**src/hdl/procPkg.sv**
```systemverilog
// procPkg: widths, opcodes, function codes and control encodings for the 16-bit core
`default_nettype none

package procPkg;

   // datapath and storage sizes
   localparam int wordWidth    = 16;
   localparam int regCount     = 8;
   localparam int regSelWidth  = 3;
   localparam int memDepth     = 256;
   // word index into either memory, taken from byte address bits 8..1
   localparam int memAddrWidth = 8;

   // primary opcodes, instr[15:11]
   localparam logic [4:0] opHalt  = 5'b00000;
   localparam logic [4:0] opNop   = 5'b00001;
   localparam logic [4:0] opJ     = 5'b00100;
   localparam logic [4:0] opJal   = 5'b00110;
   // immediate alu group, low two bits line up with the alu op codes
   localparam logic [4:0] opAddi  = 5'b01000;
   localparam logic [4:0] opSubi  = 5'b01001;
   localparam logic [4:0] opXori  = 5'b01010;
   localparam logic [4:0] opAndni = 5'b01011;
   // branches on rs against zero
   localparam logic [4:0] opBeqz  = 5'b01100;
   localparam logic [4:0] opBnez  = 5'b01101;
   // memory and load-immediate
   localparam logic [4:0] opSt    = 5'b10000;
   localparam logic [4:0] opLd    = 5'b10001;
   localparam logic [4:0] opLbi   = 5'b11000;
   // register-register alu, operation in instr[1:0]
   localparam logic [4:0] opRType = 5'b11011;

   // r-format function codes
   localparam logic [1:0] fnAdd  = 2'b00;
   localparam logic [1:0] fnSub  = 2'b01;
   localparam logic [1:0] fnXor  = 2'b10;
   localparam logic [1:0] fnAndn = 2'b11;

   // alu operations, same encoding as the function codes
   localparam logic [1:0] aluAdd  = fnAdd;
   // second operand minus first
   localparam logic [1:0] aluRsub = fnSub;
   localparam logic [1:0] aluXor  = fnXor;
   // first operand and not second
   localparam logic [1:0] aluAndn = fnAndn;

   // immediate extension selects
   localparam logic [1:0] immSext5  = 2'b00;
   localparam logic [1:0] immZext5  = 2'b01;
   localparam logic [1:0] immSext8  = 2'b10;
   localparam logic [1:0] immSext11 = 2'b11;

   // write register selects
   localparam logic [1:0] dstBits4to2  = 2'b00;
   localparam logic [1:0] dstBits7to5  = 2'b01;
   localparam logic [1:0] dstBits10to8 = 2'b10;
   localparam logic [1:0] dstLink      = 2'b11;

endpackage

`default_nettype wire

```
**src/hdl/wordMem.sv**
```systemverilog
// wordMem: word RAM with combinational read and clocked write, for instructions and data
`timescale 1ns/100ps
`default_nettype none

module wordMem import procPkg::*; #(
   parameter int depth = memDepth
) (
   input  wire                       clk,
   input  wire                       wrEn,
   input  wire [$clog2(depth)-1:0]   wrAddr,
   input  wire [wordWidth-1:0]       wrData,
   input  wire [$clog2(depth)-1:0]   rdAddr,
   output logic [wordWidth-1:0]      rdData
);

   // storage only, contents are undefined until written
   logic [wordWidth-1:0] mem [depth];

   // read path is a plain mux so a load completes in its own cycle
   assign rdData = mem[rdAddr];

   // single write port
   always_ff @(posedge clk) begin
      if (wrEn) begin
         mem[wrAddr] <= wrData;
      end
   end

endmodule

`default_nettype wire

```
**config.mk**
```make
export PLATFORM = sky130hd
export DESIGN_NAME = wordMem
export DESIGN_NICKNAME = d
export VERILOG_FILES = /design/src/hdl/procPkg.sv /design/src/hdl/wordMem.sv
export SDC_FILE = /design/constraint.sdc
export NUM_CORES = 2
export LEC_CHECK = 0
export BUFFER_PORTS_ARGS = -buffer_cell sky130_fd_sc_hd__buf_2
export CAP_MARGIN = 20
export CORE_ASPECT_RATIO = 0.6
export CORE_UTILIZATION = 24
export CTS_CLUSTER_SIZE = 25
export DETAILED_ROUTE_END_ITERATION = 8
export PLACE_DENSITY = 0.34
export SETUP_SLACK_MARGIN = 0.5
export SYNTH_ARGS = -nofsm -noshare
export SYNTH_HDL_FRONTEND = slang
export SYNTH_SLANG_ARGS = --single-unit
```
**constraint.sdc**
```tcl
create_clock -name clk -period 2.81 [get_ports clk]
set_input_delay 0.1405 -clock clk [delete_from_list [all_inputs] [get_ports clk]]
set_output_delay 0.1405 -clock clk [all_outputs]
set_load 0.005 [all_outputs]
```
==> results_dict.tcl <==
set metrics [dict create \
    dp_hpwl_um 369000 \
    crit_top_cell "buf_6" \
    grtUsageMet3_pct 3.86 \
    wl_per_cell_um 32.0 \
    synth-async-reset-ratio_pct 0 \
    fin_nets 8589 \
    largest_register_ff_count 4096 \
    clk_pin_slew_worst_paths_ns 0.07 \
    area_growth_pct 22.2 \
    vias_per_cell 4.68 \
    synth-edff-count 4096 \
    ys_ff_latch 4096 \
    cts_tree "done" \
    drv_cap 0 \
    met2_usage_pct 23.0 \
    status "finished, violations left" \
    cp-end-kind "primary output" \
    grt_util_all_layers_pct 16.6 \
    worstSetupStartpointType "flip-flop" \
    worstPathRequired_ns 2.67 \
    path_cells "mux2i_1, o22ai_2, buf_6, o32ai_4, a22oi_2, nand4_1, nor4_2, buf_4, buf_6" \
    fin_crit_sh_pct 138 \
    timing.fmax_ghz 0.257 \
    place.gp.congestion 0.811 \
    synthFlopType "edfxtp_1" \
    crit_buf_inv 3 \
    cts_root_buffer "clkbuf_16" \
    slew_violations 0 \
    ir_drop_uv 481 \
    cts_max_level 5 \
    cts.sink_count 4096 \
    initialDrtViolationCount 9053 \
    cp_max_fo 2 \
    grt_pass1_vias 82800 \
    endpoint "rdData[1]" \
    die_h_um 631 \
    first_pass_iters 6 \
    grt_max_degree 98 \
    drive_above_1_share_pct 33.8 \
    clockBufferDepth 5 \
    via_count 82300 \
    worst_pin_slew_ns 1.19 \
    arrival_ns 3.75 \
    place_area_um2 179000 \
    cts_buffers 422 \
    core_um2 656000 \
    synth-seq-area-share_pct 77.7 \
    antenna_found_initial 80 \
    die_x_um 1050 \
    post_synth_instance_area_um2 158000 \
    grt_setup_unrepaired "true" \
    cp.depth 9 \
    finalInstanceArea_um2 194000 \
    relSlewSlack_pct 20.4 \
    dp_slack_ns -1.83 \
    drtAntennaViolNets 0 \
    hold_viol 0 \
    syn-mean-instance-area_um2 21.6 \
    post_synth_inst_count 7344 \
    worst_path_dominant_cell_family "simple AND/OR/NAND/NOR gates" \
    grt_overflow 0 \
    final.min_clock_period_ns 3.89 \
    hold_class "input port to flip-flop" \
    largest-register "mem" \
    reg_top3 "mem: 4096 flops" \
    critPathLaunch "mem[96][1]" \
    report.final.setup_viol 16 \
    top_usage_layer "met1" \
    grt_pass1_wl_um 753000 \
    drc 0 \
    leakage_uw 0.0611 \
    yosysWarningCount 0 \
    die_area_um2 663000 \
    drt-total-wl_um 562000 \
    ios 50 \
    rows 230 \
    synth_cell_types 51 \
    io_buffers 49 \
    crit_path_top_delay_cell "nand4_1" \
    p_per_area_nw_per_um2 678 \
    start_util_pct 24.2 \
    met1_usage_pct 26.2 \
    fin_ws_ns -1.08 \
    syn-num-nets 7378 \
    crit_type "flip-flop to primary output" \
    violations "setup timing" \
    tns_ns -15.07 \
    max_stage_delay_ns 0.62 \
]
## what timing repair did
action / in CTS / in global routing
buffers inserted: 0 / 0
hold buffers: 24 / 0
endpoints found under the hold margin: 3145 / 0
gates resized for setup: 130 / 55
setup endpoints to repair: 16 / 16
pin swaps: 36 / 21
## synthesized netlist by cell type (5+ instances only)
| master | number | area, um^2 |
|---|---|---|
| nor4_1 | 17 | 106 |
| and3_1 | 11 | 68.8 |
| buf_6 | 77 | 867 |
| buf_2 | 76 | 380 |
| nand2_1 | 38 | 143 |
| nor3_1 | 92 | 460 |
| buf_1 | 27 | 101 |
| mux4_2 | 797 | 17900 |
| a221oi_1 | 28 | 245 |
| a2111oi_0 | 6 | 52.6 |
| buf_8 | 11 | 165 |
| a22oi_1 | 43 | 323 |
| buf_4 | 26 | 195 |
| nor2_1 | 304 | 1140 |
| buf_12 | 5 | 100 |
| mux2i_1 | 565 | 5660 |
| o31ai_1 | 16 | 120 |
| mux2_2 | 88 | 991 |
| o22ai_1 | 148 | 926 |
| edfxtp_1 | 4096 | 123000 |
| a21oi_1 | 175 | 876 |
| a211oi_1 | 18 | 135 |
| nor2b_1 | 9 | 56.3 |
| clkbuf_1 | 230 | 863 |
| o221ai_1 | 252 | 2210 |
| o32ai_1 | 20 | 175 |
| nand4_1 | 26 | 163 |
| a22o_1 | 32 | 280 |
| a31oi_1 | 6 | 37.5 |
| nand3_1 | 35 | 175 |
| o21ai_0 | 37 | 185 |
## final cells by class
class                   instances  area (um^2)
repair buffers               1239        12300
flip-flops and latches       4096       123000
fillers                     63700       462000
well taps                    8700        10900
clock inverters               233         2030
multi-input cells            2792        34300
diodes                         14         35.0
clock buffers                 513        11100
inverters                       4         27.5
## worst min path at each step
stage / from / end / cells after the start
6_report: wrData[5] / mem[126][5] / 2
5_1_grt: wrData[5] / mem[126][5] / 2
4_1_cts: wrAddr[0] / mem[203][9] / 4
3_5_place_dp: wrData[5] / mem[126][5] / 1
3_3_place_gp: wrData[5] / mem[126][5] / 1
2_1_floorplan: wrData[0] / mem[0][0] / 0
## per-stage QoR
stage	power [uW]	hold slack [ns]	std cells	utilization, %
after floorplan	72000	0.239	7344	-
after global routing	135000	0.0171	17600	29.5
after detailed placement	77000	0.504	16800	27.3
after global placement	77000	0.501	16800	27.3
final	131000	0.0681	17600	29.5
after CTS	133000	0.00353	17600	29.5
## per-layer routing
| metal | vias to the layer above | wire length, um |
|---|---|---|
| li1 | 33700 | - |
| met1 | 45500 | 286000 |
| met2 | 2472 | 228000 |
| met3 | 568 | 39300 |
| met4 | 0 | 9280 |
| met5 | - | 0 |
## cell usage in the layout (no fill, tap or decap), types with 87 or more instances in the layout
cell type | netlist | layout
buf_4 | 26 | 925
a21oi_1 | 175 | 172
o221ai_1 | 252 | 250
nor2_1 | 304 | 87
buf_12 | 5 | 214
o22ai_1 | 148 | 146
clkbuf_16 | 0 | 429
mux4_2 | 797 | 797
edfxtp_1 | 4096 | 4096
mux2i_1 | 565 | 564
clkinv_1 | 0 | 113
nor2_2 | 0 | 215
## kinds of logic (layout without fill, tap and decap cells)
group           count (synthesis)  in the layout  share of synthesized area, %
simple gates                  556            556                          1.58
mux                          1450           1450                          15.5
other cells                     0             14                             0
flops                        4096           4096                          77.7
compound gates                786            786                          3.54
buf+inv                       456           1989                          1.70
## power breakdown
| part | switching (uW) | internal, uW | total, uW |
|---|---|---|---|
| combinational | 5340 | 3200 | 8550 |
| clock | 24200 | 31200 | 55400 |
| sequential | 26.7 | 67300 | 67300 |
(Power assumes the default switching activity.)
