<file path="src/hdl/procPkg.sv">
// procPkg: widths, opcodes, function codes and control encodings for the 16-bit core
`default_nettype none

package procPkg;

   // datapath and storage sizes
   localparam int wordWidth    = 16;
   localparam int regCount     = 8;
   localparam int regSelWidth  = 3;
   localparam int memDepth     = 256;
   // word index into either memory, taken from byte address bits 8..1
   localparam int memAddrWidth = 8;

   // primary opcodes, instr[15:11]
   localparam logic [4:0] opHalt  = 5'b00000;
   localparam logic [4:0] opNop   = 5'b00001;
   localparam logic [4:0] opJ     = 5'b00100;
   localparam logic [4:0] opJal   = 5'b00110;
   // immediate alu group, low two bits line up with the alu op codes
   localparam logic [4:0] opAddi  = 5'b01000;
   localparam logic [4:0] opSubi  = 5'b01001;
   localparam logic [4:0] opXori  = 5'b01010;
   localparam logic [4:0] opAndni = 5'b01011;
   // branches on rs against zero
   localparam logic [4:0] opBeqz  = 5'b01100;
   localparam logic [4:0] opBnez  = 5'b01101;
   // memory and load-immediate
   localparam logic [4:0] opSt    = 5'b10000;
   localparam logic [4:0] opLd    = 5'b10001;
   localparam logic [4:0] opLbi   = 5'b11000;
   // register-register alu, operation in instr[1:0]
   localparam logic [4:0] opRType = 5'b11011;

   // r-format function codes
   localparam logic [1:0] fnAdd  = 2'b00;
   localparam logic [1:0] fnSub  = 2'b01;
   localparam logic [1:0] fnXor  = 2'b10;
   localparam logic [1:0] fnAndn = 2'b11;

   // alu operations, same encoding as the function codes
   localparam logic [1:0] aluAdd  = fnAdd;
   // second operand minus first
   localparam logic [1:0] aluRsub = fnSub;
   localparam logic [1:0] aluXor  = fnXor;
   // first operand and not second
   localparam logic [1:0] aluAndn = fnAndn;

   // immediate extension selects
   localparam logic [1:0] immSext5  = 2'b00;
   localparam logic [1:0] immZext5  = 2'b01;
   localparam logic [1:0] immSext8  = 2'b10;
   localparam logic [1:0] immSext11 = 2'b11;

   // write register selects
   localparam logic [1:0] dstBits4to2  = 2'b00;
   localparam logic [1:0] dstBits7to5  = 2'b01;
   localparam logic [1:0] dstBits10to8 = 2'b10;
   localparam logic [1:0] dstLink      = 2'b11;

endpackage

`default_nettype wire

</file>
<file path="src/hdl/execute.sv">
// execute: alu, branch test, jump and branch targets, writeback selection
`timescale 1ns/100ps
`default_nettype none

module execute import procPkg::*; (
   input  wire [wordWidth-1:0]   pc,
   input  wire [1:0]             func,
   input  wire [wordWidth-1:0]   read1Data,
   input  wire [wordWidth-1:0]   read2Data,
   input  wire [wordWidth-1:0]   immExt,
   input  wire                   aluSrc,
   input  wire [1:0]             aluOp,
   input  wire                   funcUsed,
   input  wire                   memRead,
   input  wire                   branch,
   input  wire                   branchOnZero,
   input  wire                   jump,
   input  wire                   link,
   input  wire                   lbi,
   input  wire [wordWidth-1:0]   memData,
   output logic [wordWidth-1:0]  dataAddr,
   output logic [wordWidth-1:0]  storeData,
   output logic                  takeTarget,
   output logic [wordWidth-1:0]  target,
   output logic [wordWidth-1:0]  writeData
);

   logic [1:0]           op;
   logic [wordWidth-1:0] opB;
   logic [wordWidth-1:0] aluResult;
   logic [wordWidth-1:0] pcInc;
   logic                 rsZero;

   // r-format picks the operation from its function field
   assign op  = funcUsed ? func : aluOp;
   assign opB = aluSrc ? immExt : read2Data;

   always_comb begin
      aluResult = read1Data + opB;
      case (op)
         aluRsub: aluResult = opB - read1Data;
         aluXor:  aluResult = read1Data ^ opB;
         aluAndn: aluResult = read1Data & ~opB;
         default: ;
      endcase
   end

   assign pcInc = pc + wordWidth'(2);

   // beqz wants rs == 0, bnez wants rs != 0
   assign rsZero     = (read1Data == '0);
   assign takeTarget = jump | (branch & (rsZero == branchOnZero));
   // branches and jumps are both relative to the next pc
   assign target     = pcInc + immExt;

   // st writes rd (second read port) at rs + imm
   assign dataAddr  = aluResult;
   assign storeData = read2Data;

   // link beats load beats lbi beats alu
   always_comb begin
      if (link) begin
         writeData = pcInc;
      end else if (memRead) begin
         writeData = memData;
      end else if (lbi) begin
         writeData = immExt;
      end else begin
         writeData = aluResult;
      end
   end

endmodule

`default_nettype wire

</file>
<file path="config.mk">
export PLATFORM = sky130hd
export DESIGN_NAME = execute
export DESIGN_NICKNAME = d
export VERILOG_FILES = /design/src/hdl/procPkg.sv /design/src/hdl/execute.sv
export SDC_FILE = /design/constraint.sdc
export NUM_CORES = 1
export LEC_CHECK = 0
export CAP_MARGIN = 40
export CORE_ASPECT_RATIO = 0.7
export CORE_MARGIN = 2
export CORE_UTILIZATION = 55
export DETAILED_ROUTE_END_ITERATION = 7
export DONT_BUFFER_PORTS = 1
export PLACE_DENSITY = 0.69
export REMOVE_ABC_BUFFERS = 1
export SETUP_SLACK_MARGIN = 0.05
export SLEW_MARGIN = 5
export SYNTH_ARGS = -nofsm -noshare
export SYNTH_HDL_FRONTEND = slang
export SYNTH_SLANG_ARGS = --single-unit
</file>
<file path="constraint.sdc">
create_clock -name vclk -period 4.2
set_input_delay 0.42 -clock vclk [all_inputs]
set_output_delay 0.42 -clock vclk [all_outputs]
set_load 0.02 [all_outputs]
</file>
==> results.md <==
* Core footprint at 0.005784 mm^2
* CP max stage cell: fa_1
* DR iter-0 viols at 153
* Synth Area in Simple Gates at 0.1932
* Hold buffer count at CTS at 0
* Die W at 96.98 um
* Worst Setup Start Kind: input port
* Layout cell share with drive strength beyond 1 at 0.07912
* Pwr/cell area at 217.8 mW/mm^2
* Largest net degree at the start of global routing at 34
* RSZ-0062 raised after global routing: false
* Setup repair bufs after CTS at 0
* Die H at 69.09 um
* Vias in the first global route at 3354
* Initial Utilization at 0.5754
* DP HPWL at 8736 um
* Hold path cells at 0
* Max Cap Viol at 0
* Antenna diodes at 0
* FP Rows at 23
* Fill cells at 587
* CP required at 3.78 ns
* Synth Area in Adders at 0.1925
* Area grow syn2layout at 1.053%
* Fmax at 0.2529 GHz
* Count of final setup violators at 0
* Xor/xnor share of the synthesized area at 0.1342
* Dpl cells at 530
* Hold Violations, Final at 0
* Sequential fraction of the synthesis area at 0
* TNS Setup at 0 ns
* Minimum clock period at 3.955 ns
* Placed cell areas at 0.003348 mm^2
* Slew HR at 0.4318
* Setup Crit Path Kind: input port to output pin
* Slowest stage delay, CP at 0.47 ns
* Critical path cell sequence: nand2b_1 -> o22a_2 -> mux2i_1 -> fa_1 -> a211oi_1 -> o21ai_0 -> a21oi_1 -> a21oi_1 -> or3_1 -> a31o_2 -> a31oi_1 -> buf_4
* Maximum VDD drop at 150.7 uV
* Synth cell types at 54
* Drt first pass iters at 5
* Mapped Cells at 474
* Total track usage at 0.2915
* Critical path fanouts, max at 11
* Crit path DAT at 3.53 ns
* Final Max Slew Viols at 0
* Via count at 3461
* Die area at 0.006700 mm^2
* Drc violations at 0
* Global-route wire length before repair at 16550 um
* Post-route clock period utilization at 0.9416
* Largest family of logic cells by synthesized area: compound AO/OA/AOI/OAI gates
* Finished layout cell area at 0.003363 mm^2
* Hold Path Sink: storeData[10]
* Status: completed
* Port bufs at 0
* Drt wl/cell at 19.48 um
* Mean Syn Cell Area at 7.022 um^2
* Antenna Nets Post-Route at 0
* Area of the multi-input gates at 0.003048 mm^2
* Final Non-Filler Cells at 530
* P_leak at 1.493 nW
* CLK BUF at 0
* Mux cell area share after synthesis at 0.09098
* Ys Warns at 0
* Vias per cell at 6.530
* Grt ovf at 0
* FF+latch count at 0
* Total Routed Length at 10320 um
* Layout net count at 599
* Crit end category: output pin
* Synth Area in Compound Gates at 0.3004
* Area of the mapped netlist at 0.003328 mm^2
* CP dominant cell by count: a21oi_1
* Sequential cell area at 0 um^2
* Ports at 157
* Initial antenna violation count at 0
* HP Class: input port to output pin
* Worst Hold Launch: read2Data[10]
* Worst slew pin tran at 0.8434 ns
* RePlAce Congestion at 0.9610
==> cells in the final DEF (no fill, tap or decap), drive strengths merged, types with 18 or more instances in the layout <==
| cell | netlist | layout |
|---|---|---|
| nor2 | 30 | 30 |
| buf | 20 | 18 |
| mux2i | 28 | 28 |
| o21ai | 41 | 41 |
| nand2 | 37 | 37 |
| ha | 48 | 48 |
| inv | 22 | 22 |
| xor2 | 18 | 18 |
| xnor2 | 33 | 33 |
| a21oi | 33 | 33 |
==> cells by family (layout without fill, tap and decap cells) <==
family                     count (synthesis)  count (layout)
xor gates and xnor gates                  51              51
adders and majority gates                 50              50
buffers and inverters                     60              41
AOI/OAI and AO/OA                        153             153
and+or+nand+nor                          130             130
muxes                                     30              30
==> cell type report <==
cell class	instances	share of cell area
multi-input combinational	414	0.9062
timing repair buffer	18	0.04018
tap	75	0.02790
inverter	23	0.02567
==> critical path: cells and delay by family <==
kind | cells | cell delay (ns)
compound gates | 7 | 1.71
mux | 1 | 0.20
simple gates | 2 | 0.53
fa+ha+maj | 1 | 0.47
buf+inv | 1 | 0.19
==> cells in the mapped netlist (4+ instances only) <==
cell / n / share of area
nand2b_1: 6 / 0.011
xnor2_1: 33 / 0.087
nand2_1: 37 / 0.042
o211ai_1: 11 / 0.025
a31oi_1: 5 / 0.0094
inv_1: 22 / 0.025
a21oi_1: 33 / 0.050
o31ai_1: 6 / 0.014
a211oi_1: 9 / 0.020
a21o_1: 11 / 0.025
buf_4: 18 / 0.041
clkbuf_1: 17 / 0.019
nor3b_1: 6 / 0.014
o21ai_0: 40 / 0.060
o21a_1: 11 / 0.025
nor3_1: 9 / 0.014
and3_1: 4 / 0.0075
mux2i_1: 28 / 0.084
nor2_1: 30 / 0.034
xor2_1: 18 / 0.047
nor2b_1: 9 / 0.017
or3_1: 4 / 0.0075
nor4_1: 4 / 0.0075
ha_1: 48 / 0.18
nand3_1: 11 / 0.017
==> metal layers <==
layer | global-route usage | wire length (um)
met5 | 0 | 0
met1 | 0.3803 | 4556
met3 | 0.04767 | 882
met2 | 0.5147 | 4702
met4 | 0.04538 | 181
==> how the worst max path moves through the flow <==
stage,start,to,slack [ns],cells past startpoint
after floorplan,read1Data[4],writeData[15],0.24,13
after global placement,read1Data[4],writeData[15],0.24,13
after detailed placement,funcUsed,writeData[14],0.26,12
after CTS,funcUsed,writeData[14],0.25,12
after global routing,funcUsed,writeData[14],0.07,12
final,funcUsed,writeData[14],0.25,12
==> timing repair <==
action | 4_1_cts | 5_1_grt
endpoints found under the hold margin | 0 | 0
resized for setup | 0 | 5
setup endpoints to repair | 0 | 4
==> power by group <==
group	internal (mW)	switching, mW
registers	0	0
logic	0.283	0.449
clock network	0	0
==> per-stage QoR <==
stage / power [mW] / hold slack (ns) / setup WS [ns] / util
3_5_place_dp: 0.7240 / 0.8402 / 0.2616 / 0.5788
3_3_place_gp: 0.7159 / 0.8402 / 0.2353 / 0.5788
6_report: 0.7327 / 0.8400 / 0.2454 / 0.5814
2_1_floorplan: 0.5660 / 0.8400 / 0.2425 / -
4_1_cts: 0.7277 / 0.8402 / 0.2474 / 0.5788
5_1_grt: 0.8012 / 0.8400 / 0.06953 / 0.5814
No activity file was read; power rests on OpenSTA's default activity.
