**src/hdl/procPkg.sv**
```systemverilog
// procPkg: widths, opcodes, function codes and control encodings for the 16-bit core
`default_nettype none

package procPkg;

   // datapath and storage sizes
   localparam int wordWidth    = 16;
   localparam int regCount     = 8;
   localparam int regSelWidth  = 3;
   localparam int memDepth     = 256;
   // word index into either memory, taken from byte address bits 8..1
   localparam int memAddrWidth = 8;

   // primary opcodes, instr[15:11]
   localparam logic [4:0] opHalt  = 5'b00000;
   localparam logic [4:0] opNop   = 5'b00001;
   localparam logic [4:0] opJ     = 5'b00100;
   localparam logic [4:0] opJal   = 5'b00110;
   // immediate alu group, low two bits line up with the alu op codes
   localparam logic [4:0] opAddi  = 5'b01000;
   localparam logic [4:0] opSubi  = 5'b01001;
   localparam logic [4:0] opXori  = 5'b01010;
   localparam logic [4:0] opAndni = 5'b01011;
   // branches on rs against zero
   localparam logic [4:0] opBeqz  = 5'b01100;
   localparam logic [4:0] opBnez  = 5'b01101;
   // memory and load-immediate
   localparam logic [4:0] opSt    = 5'b10000;
   localparam logic [4:0] opLd    = 5'b10001;
   localparam logic [4:0] opLbi   = 5'b11000;
   // register-register alu, operation in instr[1:0]
   localparam logic [4:0] opRType = 5'b11011;

   // r-format function codes
   localparam logic [1:0] fnAdd  = 2'b00;
   localparam logic [1:0] fnSub  = 2'b01;
   localparam logic [1:0] fnXor  = 2'b10;
   localparam logic [1:0] fnAndn = 2'b11;

   // alu operations, same encoding as the function codes
   localparam logic [1:0] aluAdd  = fnAdd;
   // second operand minus first
   localparam logic [1:0] aluRsub = fnSub;
   localparam logic [1:0] aluXor  = fnXor;
   // first operand and not second
   localparam logic [1:0] aluAndn = fnAndn;

   // immediate extension selects
   localparam logic [1:0] immSext5  = 2'b00;
   localparam logic [1:0] immZext5  = 2'b01;
   localparam logic [1:0] immSext8  = 2'b10;
   localparam logic [1:0] immSext11 = 2'b11;

   // write register selects
   localparam logic [1:0] dstBits4to2  = 2'b00;
   localparam logic [1:0] dstBits7to5  = 2'b01;
   localparam logic [1:0] dstBits10to8 = 2'b10;
   localparam logic [1:0] dstLink      = 2'b11;

endpackage

`default_nettype wire

```
**src/hdl/control.sv**
```systemverilog
// control: opcode decoder driving the datapath control levels and the illegal-opcode flag
`timescale 1ns/100ps
`default_nettype none

module control import procPkg::*; (
   input  wire [4:0]   opcode,
   output logic        regWrite,
   output logic [1:0]  regDst,
   output logic [1:0]  immSel,
   output logic        aluSrc,
   output logic [1:0]  aluOp,
   output logic        funcUsed,
   output logic        memRead,
   output logic        memWrite,
   output logic        branch,
   output logic        branchOnZero,
   output logic        jump,
   output logic        link,
   output logic        lbi,
   output logic        isHalt,
   output logic        illegal
);

   always_comb begin
      // defaults describe a nop, every write enable off
      regWrite     = 1'b0;
      regDst       = dstBits7to5;
      immSel       = immSext5;
      aluSrc       = 1'b0;
      aluOp        = aluAdd;
      funcUsed     = 1'b0;
      memRead      = 1'b0;
      memWrite     = 1'b0;
      branch       = 1'b0;
      branchOnZero = 1'b0;
      jump         = 1'b0;
      link         = 1'b0;
      lbi          = 1'b0;
      isHalt       = 1'b0;
      illegal      = 1'b0;
      case (opcode)
         opHalt: isHalt = 1'b1;
         opNop: ;
         opAddi, opSubi, opXori, opAndni: begin
            regWrite = 1'b1;
            aluSrc   = 1'b1;
            // logic ops take an unsigned immediate
            immSel   = opcode[1] ? immZext5 : immSext5;
            // low opcode bits already match the alu encoding
            aluOp    = opcode[1:0];
         end
         opRType: begin
            regWrite = 1'b1;
            regDst   = dstBits4to2;
            funcUsed = 1'b1;
         end
         // st and ld both address at rs + sext(imm5)
         opSt: begin
            aluSrc   = 1'b1;
            memWrite = 1'b1;
         end
         opLd: begin
            regWrite = 1'b1;
            aluSrc   = 1'b1;
            memRead  = 1'b1;
         end
         opLbi: begin
            regWrite = 1'b1;
            regDst   = dstBits10to8;
            immSel   = immSext8;
            lbi      = 1'b1;
         end
         opBeqz, opBnez: begin
            branch       = 1'b1;
            immSel       = immSext8;
            // beqz is the even one of the pair
            branchOnZero = ~opcode[0];
         end
         opJ: begin
            jump   = 1'b1;
            immSel = immSext11;
         end
         opJal: begin
            jump     = 1'b1;
            immSel   = immSext11;
            link     = 1'b1;
            regWrite = 1'b1;
            regDst   = dstLink;
         end
         // anything else traps, writes stay off from the defaults
         default: illegal = 1'b1;
      endcase
   end

endmodule

`default_nettype wire

```
**config.mk**
```make
export PLATFORM = sky130hd
export DESIGN_NAME = control
export DESIGN_NICKNAME = d
export VERILOG_FILES = /design/src/hdl/procPkg.sv /design/src/hdl/control.sv
export SDC_FILE = /design/constraint.sdc
export NUM_CORES = 1
export LEC_CHECK = 0
export BUFFER_PORTS_ARGS = -buffer_cell sky130_fd_sc_hd__buf_2
export CAP_MARGIN = 10
export CORE_AREA = 2 2 39 41
export DETAILED_ROUTE_END_ITERATION = 10
export DIE_AREA = 0 0 41 43
export GPL_ROUTABILITY_DRIVEN = 0
export PLACE_DENSITY = 0.53
export SYNTH_ARGS = -nofsm -noshare
export SYNTH_HDL_FRONTEND = slang
export SYNTH_SLANG_ARGS = --single-unit
```
**constraint.sdc**
```tcl
create_clock -name vclk -period 1.8
set_input_delay 0.09 -clock vclk [all_inputs]
set_output_delay 0.09 -clock vclk [all_outputs]
set_load 0.1 [all_outputs]
```
==> impl_metrics.sql <==
INSERT INTO impl_metrics (metric_group, metric, value, unit) VALUES
('status', 'status', 'finished clean', ''),
('timing', 'tightestPinTransition', '0.4881', 'ns'),
('synth', 'synth_cell_types', '26', ''),
('clocking', 'post-cts-setup-buffers', '0', ''),
('cells_and_area', 'antenna_cells_inserted', '0', ''),
('synth', 'syn_area_per_cell', '6.256', 'um^2'),
('cells_and_area', 'drive_above_1_share', '52.31', '%'),
('setup_path', 'critical_path_peak_fanout', '11', ''),
('die', 'core_area', '0.001384', 'mm^2'),
('clocking', 'holdBufCountCts', '0', ''),
('global_routing', 'grt_pass1_vias', '297', ''),
('job', 'maximum_capacitance_violations', '0', ''),
('synth', 'synth_top_family_by_area', 'simple AND/OR/NAND/NOR gates', ''),
('setup_path', 'critical-path-slowest-cell', 'sky130_fd_sc_hd__or3b_1', ''),
('timing', 'period_minus_slack', '1.377', 'ns'),
('die', 'fp.dieArea', '0.001763', 'mm^2'),
('routing', 'via_count', '384', ''),
('synth', 'part_of_the_yosys_area_used_for_sequential_elements', '0', '%'),
('global_routing', 'antenna_found_initial', '0', ''),
('global_routing', 'use_met2', '15.00', '%'),
('synth', 'synth_warnings', '0', ''),
('die', 'die_y', '43', 'um'),
('place', 'hpwl', '663.3', 'um'),
('setup_path', 'critical_path_arrival', '1.29', 'ns'),
('routing', 'drt.antenna.violating_nets', '0', ''),
('synth', 'synth_simple_gate_area_share', '54.89', '%'),
('timing', 'worst_slew_margin', '67.68', '%'),
('setup_path', 'cp_top_family', 'simple AND/OR/NAND/NOR gates', ''),
('global_routing', 'busiest_layer', 'met2', ''),
('global_routing', 'grt_first_pass_wirelength', '1.248', 'mm'),
('synth', 'post_synth_xor_area_fraction', '2.979', '%'),
('power_and_ir_drop', 'max-vdd-ir-drop', '0.0001802', 'V'),
('power_and_ir_drop', 'powerDensity', '440.0', 'mW/mm^2'),
('setup_path', 'critPathMostFrequentCell', 'sky130_fd_sc_hd__buf_2', ''),
('routing', 'first_pass_iters', '4', ''),
('routing', 'drt-vias-per-instance', '4.741', ''),
('synth', 'yosys.area_share.adder', '0', '%'),
('worst_hold_path', 'worst_hold_startpoint', 'opcode[0]', ''),
('cells_and_area', 'final_cell_mix', 'sky130_fd_sc_hd__buf_2, sky130_fd_sc_hd__nor2_2', ''),
('timing', 'max_slew_violations', '0', ''),
('synth', 'synth_compound_area_share', '21.28', '%'),
('worst_hold_path', 'hp-class', 'in2out', ''),
('cells_and_area', 'final_net_count', '72', ''),
('power_and_ir_drop', 'total_leakage_power', '0.0002114', 'uW'),
('cells_and_area', 'stdcell_area', '431.7', 'um^2'),
('setup_path', 'timing.critical_path.required', '1.71', 'ns'),
('global_routing', 'globalRouteMet3Util', '0', '%'),
('synth', 'synth_cells', '47', ''),
('setup_path', 'path_cells', 'buf_2, or2_1, nor2_2, or3b_1, buf_2', ''),
('setup_path', 'critical_path.n_buffers_inverters', '2', ''),
('synth', 'mappedNetlistNets', '52', ''),
('die', 'die-width', '41', 'um'),
('cells_and_area', 'final_common_cell', 'sky130_fd_sc_hd__buf_2', ''),
('cells_and_area', 'seq_cell_count', '0', ''),
('routing', 'starting_drt_drc_count', '2', ''),
('die', 'ios', '23', ''),
('routing', 'wire_length_per_cell_after_detailed_routing', '10.57', 'um'),
('cells_and_area', 'final.clkbuf_count', '0', ''),
('place', 'postPlaceCellArea', '431.7', 'um^2'),
('place', 'dp_cells', '81', ''),
('timing', 'period_share', '76.52', '%'),
('synth', 'muxShareOfSynthArea', '3.830', '%'),
('timing', 'fmaxAchievable', '0.7260', 'GHz'),
('place', 'io_buffers', '23', ''),
('timing', 'rsz_0062_raised_after_global_routing', 'no', ''),
('setup_path', 'timing_worst_setup_path_type', 'in2out', ''),
('worst_hold_path', 'hold-path-endpoint', 'regDst[1]', ''),
('die', 'core.rowCount', '14', ''),
('cells_and_area', 'synthToLayoutAreaGrowth', '46.81', '%'),
('die', 'initial_utilization', '21.25', '%'),
('cells_and_area', 'stdcell_count', '81', '');
worst max-delay path by stage:
stage	slack, ns	endpoint	depth (start not counted)	from
after floorplan	-0.72	lbi	3	opcode[1]
after global placement	0.42	regWrite	5	opcode[0]
after detailed placement	0.42	regWrite	5	opcode[4]
after CTS	0.42	regWrite	5	opcode[4]
after global routing	0.37	regWrite	5	opcode[4]
final	0.42	regWrite	5	opcode[4]
synthesized netlist by cell type (2+ instances only):
cell type | n | share of area, %
sky130_fd_sc_hd__a21oi_1 | 3 | 5.1
sky130_fd_sc_hd__buf_4 | 3 | 7.7
sky130_fd_sc_hd__inv_1 | 3 | 3.8
sky130_fd_sc_hd__nand2_1 | 2 | 2.6
sky130_fd_sc_hd__nand2b_1 | 2 | 4.3
sky130_fd_sc_hd__nand3b_1 | 3 | 7.7
sky130_fd_sc_hd__nor2_1 | 7 | 8.9
sky130_fd_sc_hd__nor2b_1 | 2 | 4.3
sky130_fd_sc_hd__nor3_1 | 4 | 6.8
sky130_fd_sc_hd__nor4_1 | 2 | 4.3
logic make-up after synthesis:
group	count (synthesis)
buffers and inverters	8
and+or+nand+nor	28
xor gates and xnor gates	1
muxes	1
AOI/OAI and AO/OA	9
power breakdown:
group | switching [uW] | internal (uW) | total [uW]
combinational | 153 | 37.0 | 190
clock | 0 | 0 | 0
sequential | 0 | 0 | 0
stage by stage:
| stage | setup TNS (ns) | total power, uW | hold slack [ns] | worst slack, ns |
|---|---|---|---|---|
| 3_5_place_dp | 0 | 190.2 | 0.7329 | 0.4153 |
| 4_1_cts | 0 | 190.3 | 0.7331 | 0.4175 |
| 2_1_floorplan | -3.454 | 169.8 | 0.4788 | -0.7171 |
| 3_3_place_gp | 0 | 190.1 | 0.7333 | 0.4236 |
| 6_report | 0 | 189.9 | 0.7321 | 0.4226 |
| 5_1_grt | 0 | 198.0 | 0.7625 | 0.3692 |
cell type report:
class                      count  area (um^2)
fill                         164        952.2
inverter                       3        11.26
multi-input combinational     39        285.3
tap                           16        20.02
timing repair buffer          23        115.1
worst min-delay path: cells and delay by family:
family	cells	cell delay (ns)
simple gates	1	0.06
buf+inv	2	0.49
routing by layer:
metal	part of all wire, %	vias up	wire length [um]
li1	-	204	-
met1	50	169	425
met2	45	11	384
met3	5.4	0	46
met4	0	0	0
met5	0	-	0
Note: power is estimated with default switching activity, not from simulation.
