File: src/hdl/procPkg.sv
// procPkg: widths, opcodes, function codes and control encodings for the 16-bit core
`default_nettype none

package procPkg;

   // datapath and storage sizes
   localparam int wordWidth    = 16;
   localparam int regCount     = 8;
   localparam int regSelWidth  = 3;
   localparam int memDepth     = 256;
   // word index into either memory, taken from byte address bits 8..1
   localparam int memAddrWidth = 8;

   // primary opcodes, instr[15:11]
   localparam logic [4:0] opHalt  = 5'b00000;
   localparam logic [4:0] opNop   = 5'b00001;
   localparam logic [4:0] opJ     = 5'b00100;
   localparam logic [4:0] opJal   = 5'b00110;
   // immediate alu group, low two bits line up with the alu op codes
   localparam logic [4:0] opAddi  = 5'b01000;
   localparam logic [4:0] opSubi  = 5'b01001;
   localparam logic [4:0] opXori  = 5'b01010;
   localparam logic [4:0] opAndni = 5'b01011;
   // branches on rs against zero
   localparam logic [4:0] opBeqz  = 5'b01100;
   localparam logic [4:0] opBnez  = 5'b01101;
   // memory and load-immediate
   localparam logic [4:0] opSt    = 5'b10000;
   localparam logic [4:0] opLd    = 5'b10001;
   localparam logic [4:0] opLbi   = 5'b11000;
   // register-register alu, operation in instr[1:0]
   localparam logic [4:0] opRType = 5'b11011;

   // r-format function codes
   localparam logic [1:0] fnAdd  = 2'b00;
   localparam logic [1:0] fnSub  = 2'b01;
   localparam logic [1:0] fnXor  = 2'b10;
   localparam logic [1:0] fnAndn = 2'b11;

   // alu operations, same encoding as the function codes
   localparam logic [1:0] aluAdd  = fnAdd;
   // second operand minus first
   localparam logic [1:0] aluRsub = fnSub;
   localparam logic [1:0] aluXor  = fnXor;
   // first operand and not second
   localparam logic [1:0] aluAndn = fnAndn;

   // immediate extension selects
   localparam logic [1:0] immSext5  = 2'b00;
   localparam logic [1:0] immZext5  = 2'b01;
   localparam logic [1:0] immSext8  = 2'b10;
   localparam logic [1:0] immSext11 = 2'b11;

   // write register selects
   localparam logic [1:0] dstBits4to2  = 2'b00;
   localparam logic [1:0] dstBits7to5  = 2'b01;
   localparam logic [1:0] dstBits10to8 = 2'b10;
   localparam logic [1:0] dstLink      = 2'b11;

endpackage

`default_nettype wire

File: src/hdl/fetch.sv
// fetch: program counter, next-pc choice, sticky halt and the retire-gated write enables
`timescale 1ns/100ps
`default_nettype none

module fetch import procPkg::*; (
   input  wire                   clk,
   input  wire                   arstN,
   input  wire                   run,
   input  wire                   isHalt,
   input  wire                   illegal,
   input  wire                   regWrite,
   input  wire                   memWrite,
   input  wire                   takeTarget,
   input  wire [wordWidth-1:0]   target,
   output logic [wordWidth-1:0]  pc,
   output logic                  retire,
   output logic                  regWrEn,
   output logic                  dataWrEn,
   output logic                  err,
   output logic                  halted
);

   logic                 stop;
   logic [wordWidth-1:0] pcNext;

   // one instruction retires on every edge while running and not halted
   assign retire = run & ~halted;

   // halt and bad opcodes both freeze the pc and raise halted
   assign stop = isHalt | illegal;

   // taken branch or jump, else sequential byte address
   assign pcNext = takeTarget ? target : pc + wordWidth'(2);

   // no state changes anywhere in the core while stalled
   assign regWrEn  = regWrite & retire;
   assign dataWrEn = memWrite & retire;
   // error reported only for the cycle the bad opcode retires
   assign err      = illegal & retire;

   always_ff @(posedge clk or negedge arstN) begin
      if (!arstN) begin
         pc     <= '0;
         halted <= 1'b0;
      end else if (retire) begin
         if (stop) begin
            halted <= 1'b1;
         end else begin
            pc <= pcNext;
         end
      end
   end

endmodule

`default_nettype wire

File: config.mk
export PLATFORM = sky130hd
export DESIGN_NAME = fetch
export DESIGN_NICKNAME = d
export VERILOG_FILES = /design/src/hdl/procPkg.sv /design/src/hdl/fetch.sv
export SDC_FILE = /design/constraint.sdc
export NUM_CORES = 1
export LEC_CHECK = 0
export ABC_AREA = 0
export BUFFER_PORTS_ARGS = -buffer_cell sky130_fd_sc_hd__buf_2
export CAP_MARGIN = 20
export CORE_UTILIZATION = 26
export DETAILED_ROUTE_END_ITERATION = 8
export PLACE_DENSITY = 0.57
export SYNTH_ARGS = -nofsm -noshare
export SYNTH_HDL_FRONTEND = slang
export SYNTH_SLANG_ARGS = --single-unit
File: constraint.sdc
create_clock -name clk -period 1.8 [get_ports clk]
set_input_delay 0.36 -clock clk [delete_from_list [all_inputs] [get_ports clk]]
set_output_delay 0.36 -clock clk [all_outputs]
set_load 0.05 [all_outputs]
==> flow_metrics.tcl, run 1 <==
set metrics [dict create \
    drv_slew 0 \
    timing.final.hold_violations 0 \
    reg2reg_from "pc[1]" \
    clock-root-buffer "clkbuf_8" \
    die_area_sq_mm 0.00432 \
    hold_class "in2async" \
    ant_nets 0 \
    post-dp-hpwl_um 2150 \
    synth_area_per_cell_sq_um 8.72 \
    regToRegEndpoint "pc[13]" \
    fin_util 0.371 \
    fin_setup_tns_ns 0 \
    synth-edff-count 0 \
    p_leak_nw 0.669 \
    path_max_fanout 7 \
    port_buffers 44 \
    worstRegToRegCells 5 \
    r2r_slack_ns 0.18 \
    synth.distinct_cells 33 \
    critPathCapture "pc[13]" \
    wire_per_inst_um 13.3 \
    cts_sinks 17 \
    drive_gt1_frac 0.355 \
    pwr_density_cell_mw_per_mm2 612 \
    grt_overflow 0 \
    dr.pass1.iters 4 \
    cts_resized 0 \
    critical_path_class "reg2reg" \
    fp.dieH_um 65.7 \
    setup_viol 0 \
    start_util 0.280 \
    cp-end-kind "register" \
    drc 0 \
    routed_via_density 5.05 \
    cp_data_required_time_ns 1.97 \
    start_kind "register" \
    postCtsSetupBuffers 0 \
    clkSlewWorstSetupHoldPaths_ns 0.08 \
    finalWeightedCongestion 0.828 \
    max-cap-violations 0 \
    io_pins 45 \
    grt_start_max_net_pins 21 \
    period_share 0.898 \
    row_count 22 \
    rsz0062_at_grt "false" \
    ys.flop_type "dfrtp_1" \
    groute.usage.overall 0.136 \
    syn_area_sq_mm 0.00105 \
    outcome "complete, no violations" \
    cts_tree "built" \
    nets 192 \
    dr_total_vias 1081 \
    cts_buffer_depth 2 \
    core_sq_mm 0.00377 \
    min_period_ns 1.62 \
    grt_antenna_before_repair 0 \
    htree_levels 1 \
    tritoncts.num_buffers 3 \
    synthCells 121 \
    clock.fmax_mhz 618 \
    relSlewSlack 0.741 \
    seq_area_frac_synth 0.403 \
    grt_first_pass_wirelength_um 4520 \
    syn-num-nets 146 \
    diodes 0 \
    synth_warnings 0 \
    wirelength_um 2840 \
    ys_seq_elements 17 \
    fin_worst_skew_ns 0.0104 \
    insertion_delay_ns 0.26 \
    synth-async-reset-ratio 1.00 \
    worstMarginPinSlew_ns 0.389 \
    syn2layout_area_growth_pct 32.5 \
    setup.worst_path.start "pc[1]" \
    cp.arrival_ns 1.78 \
    dr.first_iter.drc_count 40 \
    vdd.ir_drop.worst_uv 375 \
    holdBufCountCts 0 \
    die_w_um 65.7 \
    grt_pass1_vias 1002 \
]
-- worst min-delay path by stage --
stage	cells past startpoint	endpoint	startpoint
after floorplan	0	halted	arstN
after global routing	1	pc[1]	arstN
after detailed placement	1	halted	arstN
final	1	pc[1]	arstN
after CTS	1	pc[1]	arstN
after global placement	1	halted	arstN
-- area by class of cell --
class,count,area (sq um)
well taps,48,60.1
fillers,401,2370
clock inverters,1,5.00
multi-input cells,97,607
flip-flops and latches,17,425
repair buffers,47,255
clock buffers,3,41.3
inverters,1,3.75
-- critical path: stages, from the launching register on --
cell	delay (ns)
dfrtp_1	0.45
ha_1	0.25
nand4_1	0.16
nor2_1	0.33
a211oi_1	0.14
nor3_1	0.20
-- registers in the layout (all words and copies together), names as in the netlist --
register,cells
pc,16
halted,1
-- synthesized netlist by cell type, drive strengths merged, types with 2 or more instances --
master | n | area (sq um)
and4 | 2 | 17.5
buf | 4 | 22.5
mux2i | 3 | 30.0
o22ai | 5 | 31.3
nor3 | 9 | 45.0
nand3 | 6 | 30.0
clkbuf | 2 | 7.51
a22oi | 5 | 37.5
a311oi | 2 | 17.5
and3 | 8 | 50.1
o2bb2ai | 3 | 26.3
dfrtp | 17 | 425
nand4 | 3 | 18.8
and2 | 4 | 25.0
o21ai | 12 | 60.1
nor2 | 11 | 41.3
nand2 | 7 | 28.8
a211oi | 4 | 30.0
a21oi | 3 | 15.0
-- kinds of logic (layout without fill, tap and decap cells) --
group	count (synthesis)	after routing	share of synthesized area
DFF	17	17	0.403
adders and majority gates	1	1	0.0119
muxes	4	4	0.0391
and+or+nand+nor	56	56	0.294
AOI/OAI and AO/OA	36	36	0.219
buffers and inverters	7	52	0.0320
-- power breakdown --
part           total (mW)  switching [mW]  internal (mW)
clock network       0.294           0.141          0.154
registers           0.416          0.0210          0.395
logic               0.145          0.0944         0.0504
total               0.855           0.256          0.599
-- cell usage in the layout (no fill, tap or decap) --
cell,n
buf_2,44
dfrtp_1,17
nor2_1,11
nor3_1,9
and3_1,8
o21ai_0,7
nand2_1,6
nand3_1,6
o21ai_1,5
o22ai_1,5
a22oi_1,5
a211oi_1,4
and2_2,3
mux2i_1,3
a21oi_1,3
nand4_1,3
o2bb2ai_1,3
clkbuf_8,3
and4_1,2
a311oi_1,2
buf_4,2
nor2b_4,1
or4b_4,1
nor4b_2,1
nor4_1,1
inv_1,1
or3_1,1
nand2_2,1
o21a_1,1
and2_1,1
mux2_2,1
nand2b_1,1
a31oi_1,1
ha_1,1
clkinv_2,1
buf_12,1
-- metrics by stage --
step | setup slack [ns] | hold WS (ns) | cell area, sq um | std cells | power (mW)
finish | 0.183 | 0.0133 | 1400 | 214 | 0.855
global route | 0.00178 | 0.0418 | 1400 | 214 | 0.898
CTS | 0.197 | 0.0347 | 1400 | 214 | 0.869
detailed placement | 0.224 | 0.319 | 1350 | 210 | 0.570
global placement | 0.231 | 0.318 | 1350 | 210 | 0.565
floorplan | 0.0196 | 0.0644 | 1070 | 121 | 0.508
-- per-layer routing --
| metal | vias up | GRT usage | part of all wire |
|---|---|---|---|
| met4 | 0 | 0.00815 | 0 |
| li1 | 553 | - | - |
| met2 | 26 | 0.230 | 0.48 |
| met3 | 0 | 0.0417 | 0.044 |
| met5 | - | 0 | 0 |
| met1 | 502 | 0.176 | 0.48 |
No activity file was read; power rests on OpenSTA's default activity.
==> inputs of run 2 (changes only) <==
- ABC_AREA: 0 -> 1
- PLACE_DENSITY: 0.57 -> 0.56
==> run 2 against run 1 <==
Effect of this change: worst setup slack better by 0.058 ns; die area up 12%; first-iteration DRC count down 15%; power down 2.8%; sequential cell count unchanged; routed wire length up 8.7%; global-route usage up 0.73 points; synthesized cell count up 38%; non-clock buffer count down 3.
==> flow_metrics.tcl, run 2 <==
set metrics [dict create \
    vdd.ir_drop.worst_uv 193 \
    io_pins 45 \
    fin_worst_skew_ns 0.00145 \
    syn_area_sq_mm 0.00118 \
    worstRegToRegCells 8 \
    start_kind "register" \
    setup.worst_path.start "halted" \
    cts_buffer_depth 2 \
    layout_commonest_cell "nand2_1" \
    clock.fmax_mhz 641 \
    core_sq_mm 0.00435 \
    finalWeightedCongestion 0.765 \
    postCtsSetupBuffers 0 \
    p_leak_nw 0.750 \
    cts_resized 0 \
    synthTopCellsByCount "nand2_1, nor2_1, dfrtp_1" \
    synth_area_per_cell_sq_um 7.08 \
    synthCells 167 \
    insertion_delay_ns 0.26 \
    die_area_sq_mm 0.00482 \
    syn-num-nets 192 \
    yosys.area.top_type "dfrtp_1" \
    synth-async-reset-ratio 1.00 \
    hold_class "in2async" \
    grt_antenna_before_repair 0 \
    start_util 0.272 \
    largest_register_ffs 16 \
    drive_gt1_frac 0.332 \
    syn2layout_area_growth_pct 27.0 \
    final_cell_mix "nand2_1, buf_2, nor2_1" \
    clock-root-buffer "clkbuf_8" \
    cp-end-kind "output port" \
    diodes 0 \
    ys.flop_type "dfrtp_1" \
    port_buffers 44 \
    grt_start_max_net_pins 18 \
    dr.first_iter.drc_count 34 \
    wirelength_um 3090 \
    timing.final.hold_violations 0 \
    ant_nets 0 \
    grt_pass1_vias 1189 \
    rsz0062_at_grt "false" \
    worst_slack_ns 0.240 \
    largest_register "pc" \
    relSlewSlack 0.719 \
    reg2reg_from "pc[2]" \
    cts_tree "built" \
    synthTopCellsByArea "dfrtp_1, nand2_1, nor2_1" \
    period_share 0.866 \
    tritoncts.num_buffers 3 \
    die_w_um 69.4 \
    holdBufCountCts 0 \
    groute.usage.overall 0.143 \
    routed_via_density 4.54 \
    synthMostInstantiatedCell "nand2_1" \
    cts_sinks 17 \
    ys_seq_elements 17 \
    fp.dieH_um 69.4 \
    outcome "complete, no violations" \
    placed_cells 262 \
    post-dp-hpwl_um 2330 \
    drv_slew 0 \
    critical_path_class "reg2out" \
    synth.distinct_cells 24 \
    setup_viol 0 \
    row_count 24 \
    grt_overflow 0 \
    synth_warnings 0 \
    cp_data_required_time_ns 1.44 \
    fin_hold_ws_ns 0.0244 \
    place_ws_ns 0.317 \
    pwr_density_cell_mw_per_mm2 553 \
    htree_levels 1 \
    cp.arrival_ns 1.20 \
    reg_top3 "pc (16), halted (1)" \
    wire_per_inst_um 11.6 \
    grt_first_pass_wirelength_um 5460 \
    nets 240 \
    synth-edff-count 0 \
    min_period_ns 1.56 \
    path_max_fanout 4 \
    stdcell_count 266 \
    seq_area_frac_synth 0.360 \
    clkSlewWorstSetupHoldPaths_ns 0.07 \
    dr_total_vias 1208 \
    worstMarginPinSlew_ns 0.421 \
    dr.pass1.iters 4 \
    max-cap-violations 0 \
    drc 0 \
    synth_top_area_frac 0.360 \
]
run 2: logic make-up (layout without fill, tap and decap cells):
logic type / after synthesis / count (layout) / synth area share
buffers and inverters: 20 / 67 / 0.0698
AOI/OAI and AO/OA: 13 / 13 / 0.0751
xor gates and xnor gates: 3 / 3 / 0.0222
adders and majority gates: 1 / 1 / 0.0106
DFF: 17 / 17 / 0.360
and+or+nand+nor: 113 / 113 / 0.462
run 2: final timing paths:
check,end,slack (ns)
setup / recovery,dataWrEn,0.24
max in group asynchronous,pc[10],1.48
min in group clk,pc[0],0.30
setup reg to reg,pc[15],0.38
hold reg to reg,pc[0],0.49
hold / removal,pc[5],0.02
run 2: critical path, stage by stage (launching register included):
cell	delay (ns)
dfrtp_1	0.43
inv_2	0.08
nand2_2	0.08
nor2_1	0.09
buf_2	0.26
run 2: final cells by class:
class,instances,area [sq um]
multi-input combinational,130,674
timing repair buffer,44,220
tap,52,65.1
sequential,17,425
fill,485,2850
inverter,19,71.3
clock buffer,4,45.0
run 2: per-stage QoR:
step | setup TNS, ns | instance area (sq um) | util | power (mW)
6_report | 0 | 1500 | 0.345 | 0.831
3_3_place_gp | 0 | 1460 | 0.334 | 0.535
4_1_cts | 0 | 1500 | 0.345 | 0.839
5_1_grt | 0 | 1500 | 0.345 | 0.865
3_5_place_dp | 0 | 1460 | 0.334 | 0.534
2_1_floorplan | -0.0283 | 1180 | - | 0.479
run 2: power breakdown:
part	total [mW]	internal [mW]	switching, mW	leakage, nW
clock	0.306	0.158	0.148	0.0228
combinational	0.118	0.0390	0.0791	0.505
sequential	0.407	0.392	0.0151	0.222
total	0.831	0.589	0.242	0.750
run 2: metal layers:
| layer | share of wire | track usage |
|---|---|---|
| met1 | 0.48 | 0.183 |
| met2 | 0.46 | 0.235 |
| met3 | 0.049 | 0.0320 |
| met4 | 0.015 | 0.0544 |
| met5 | 0 | 0 |
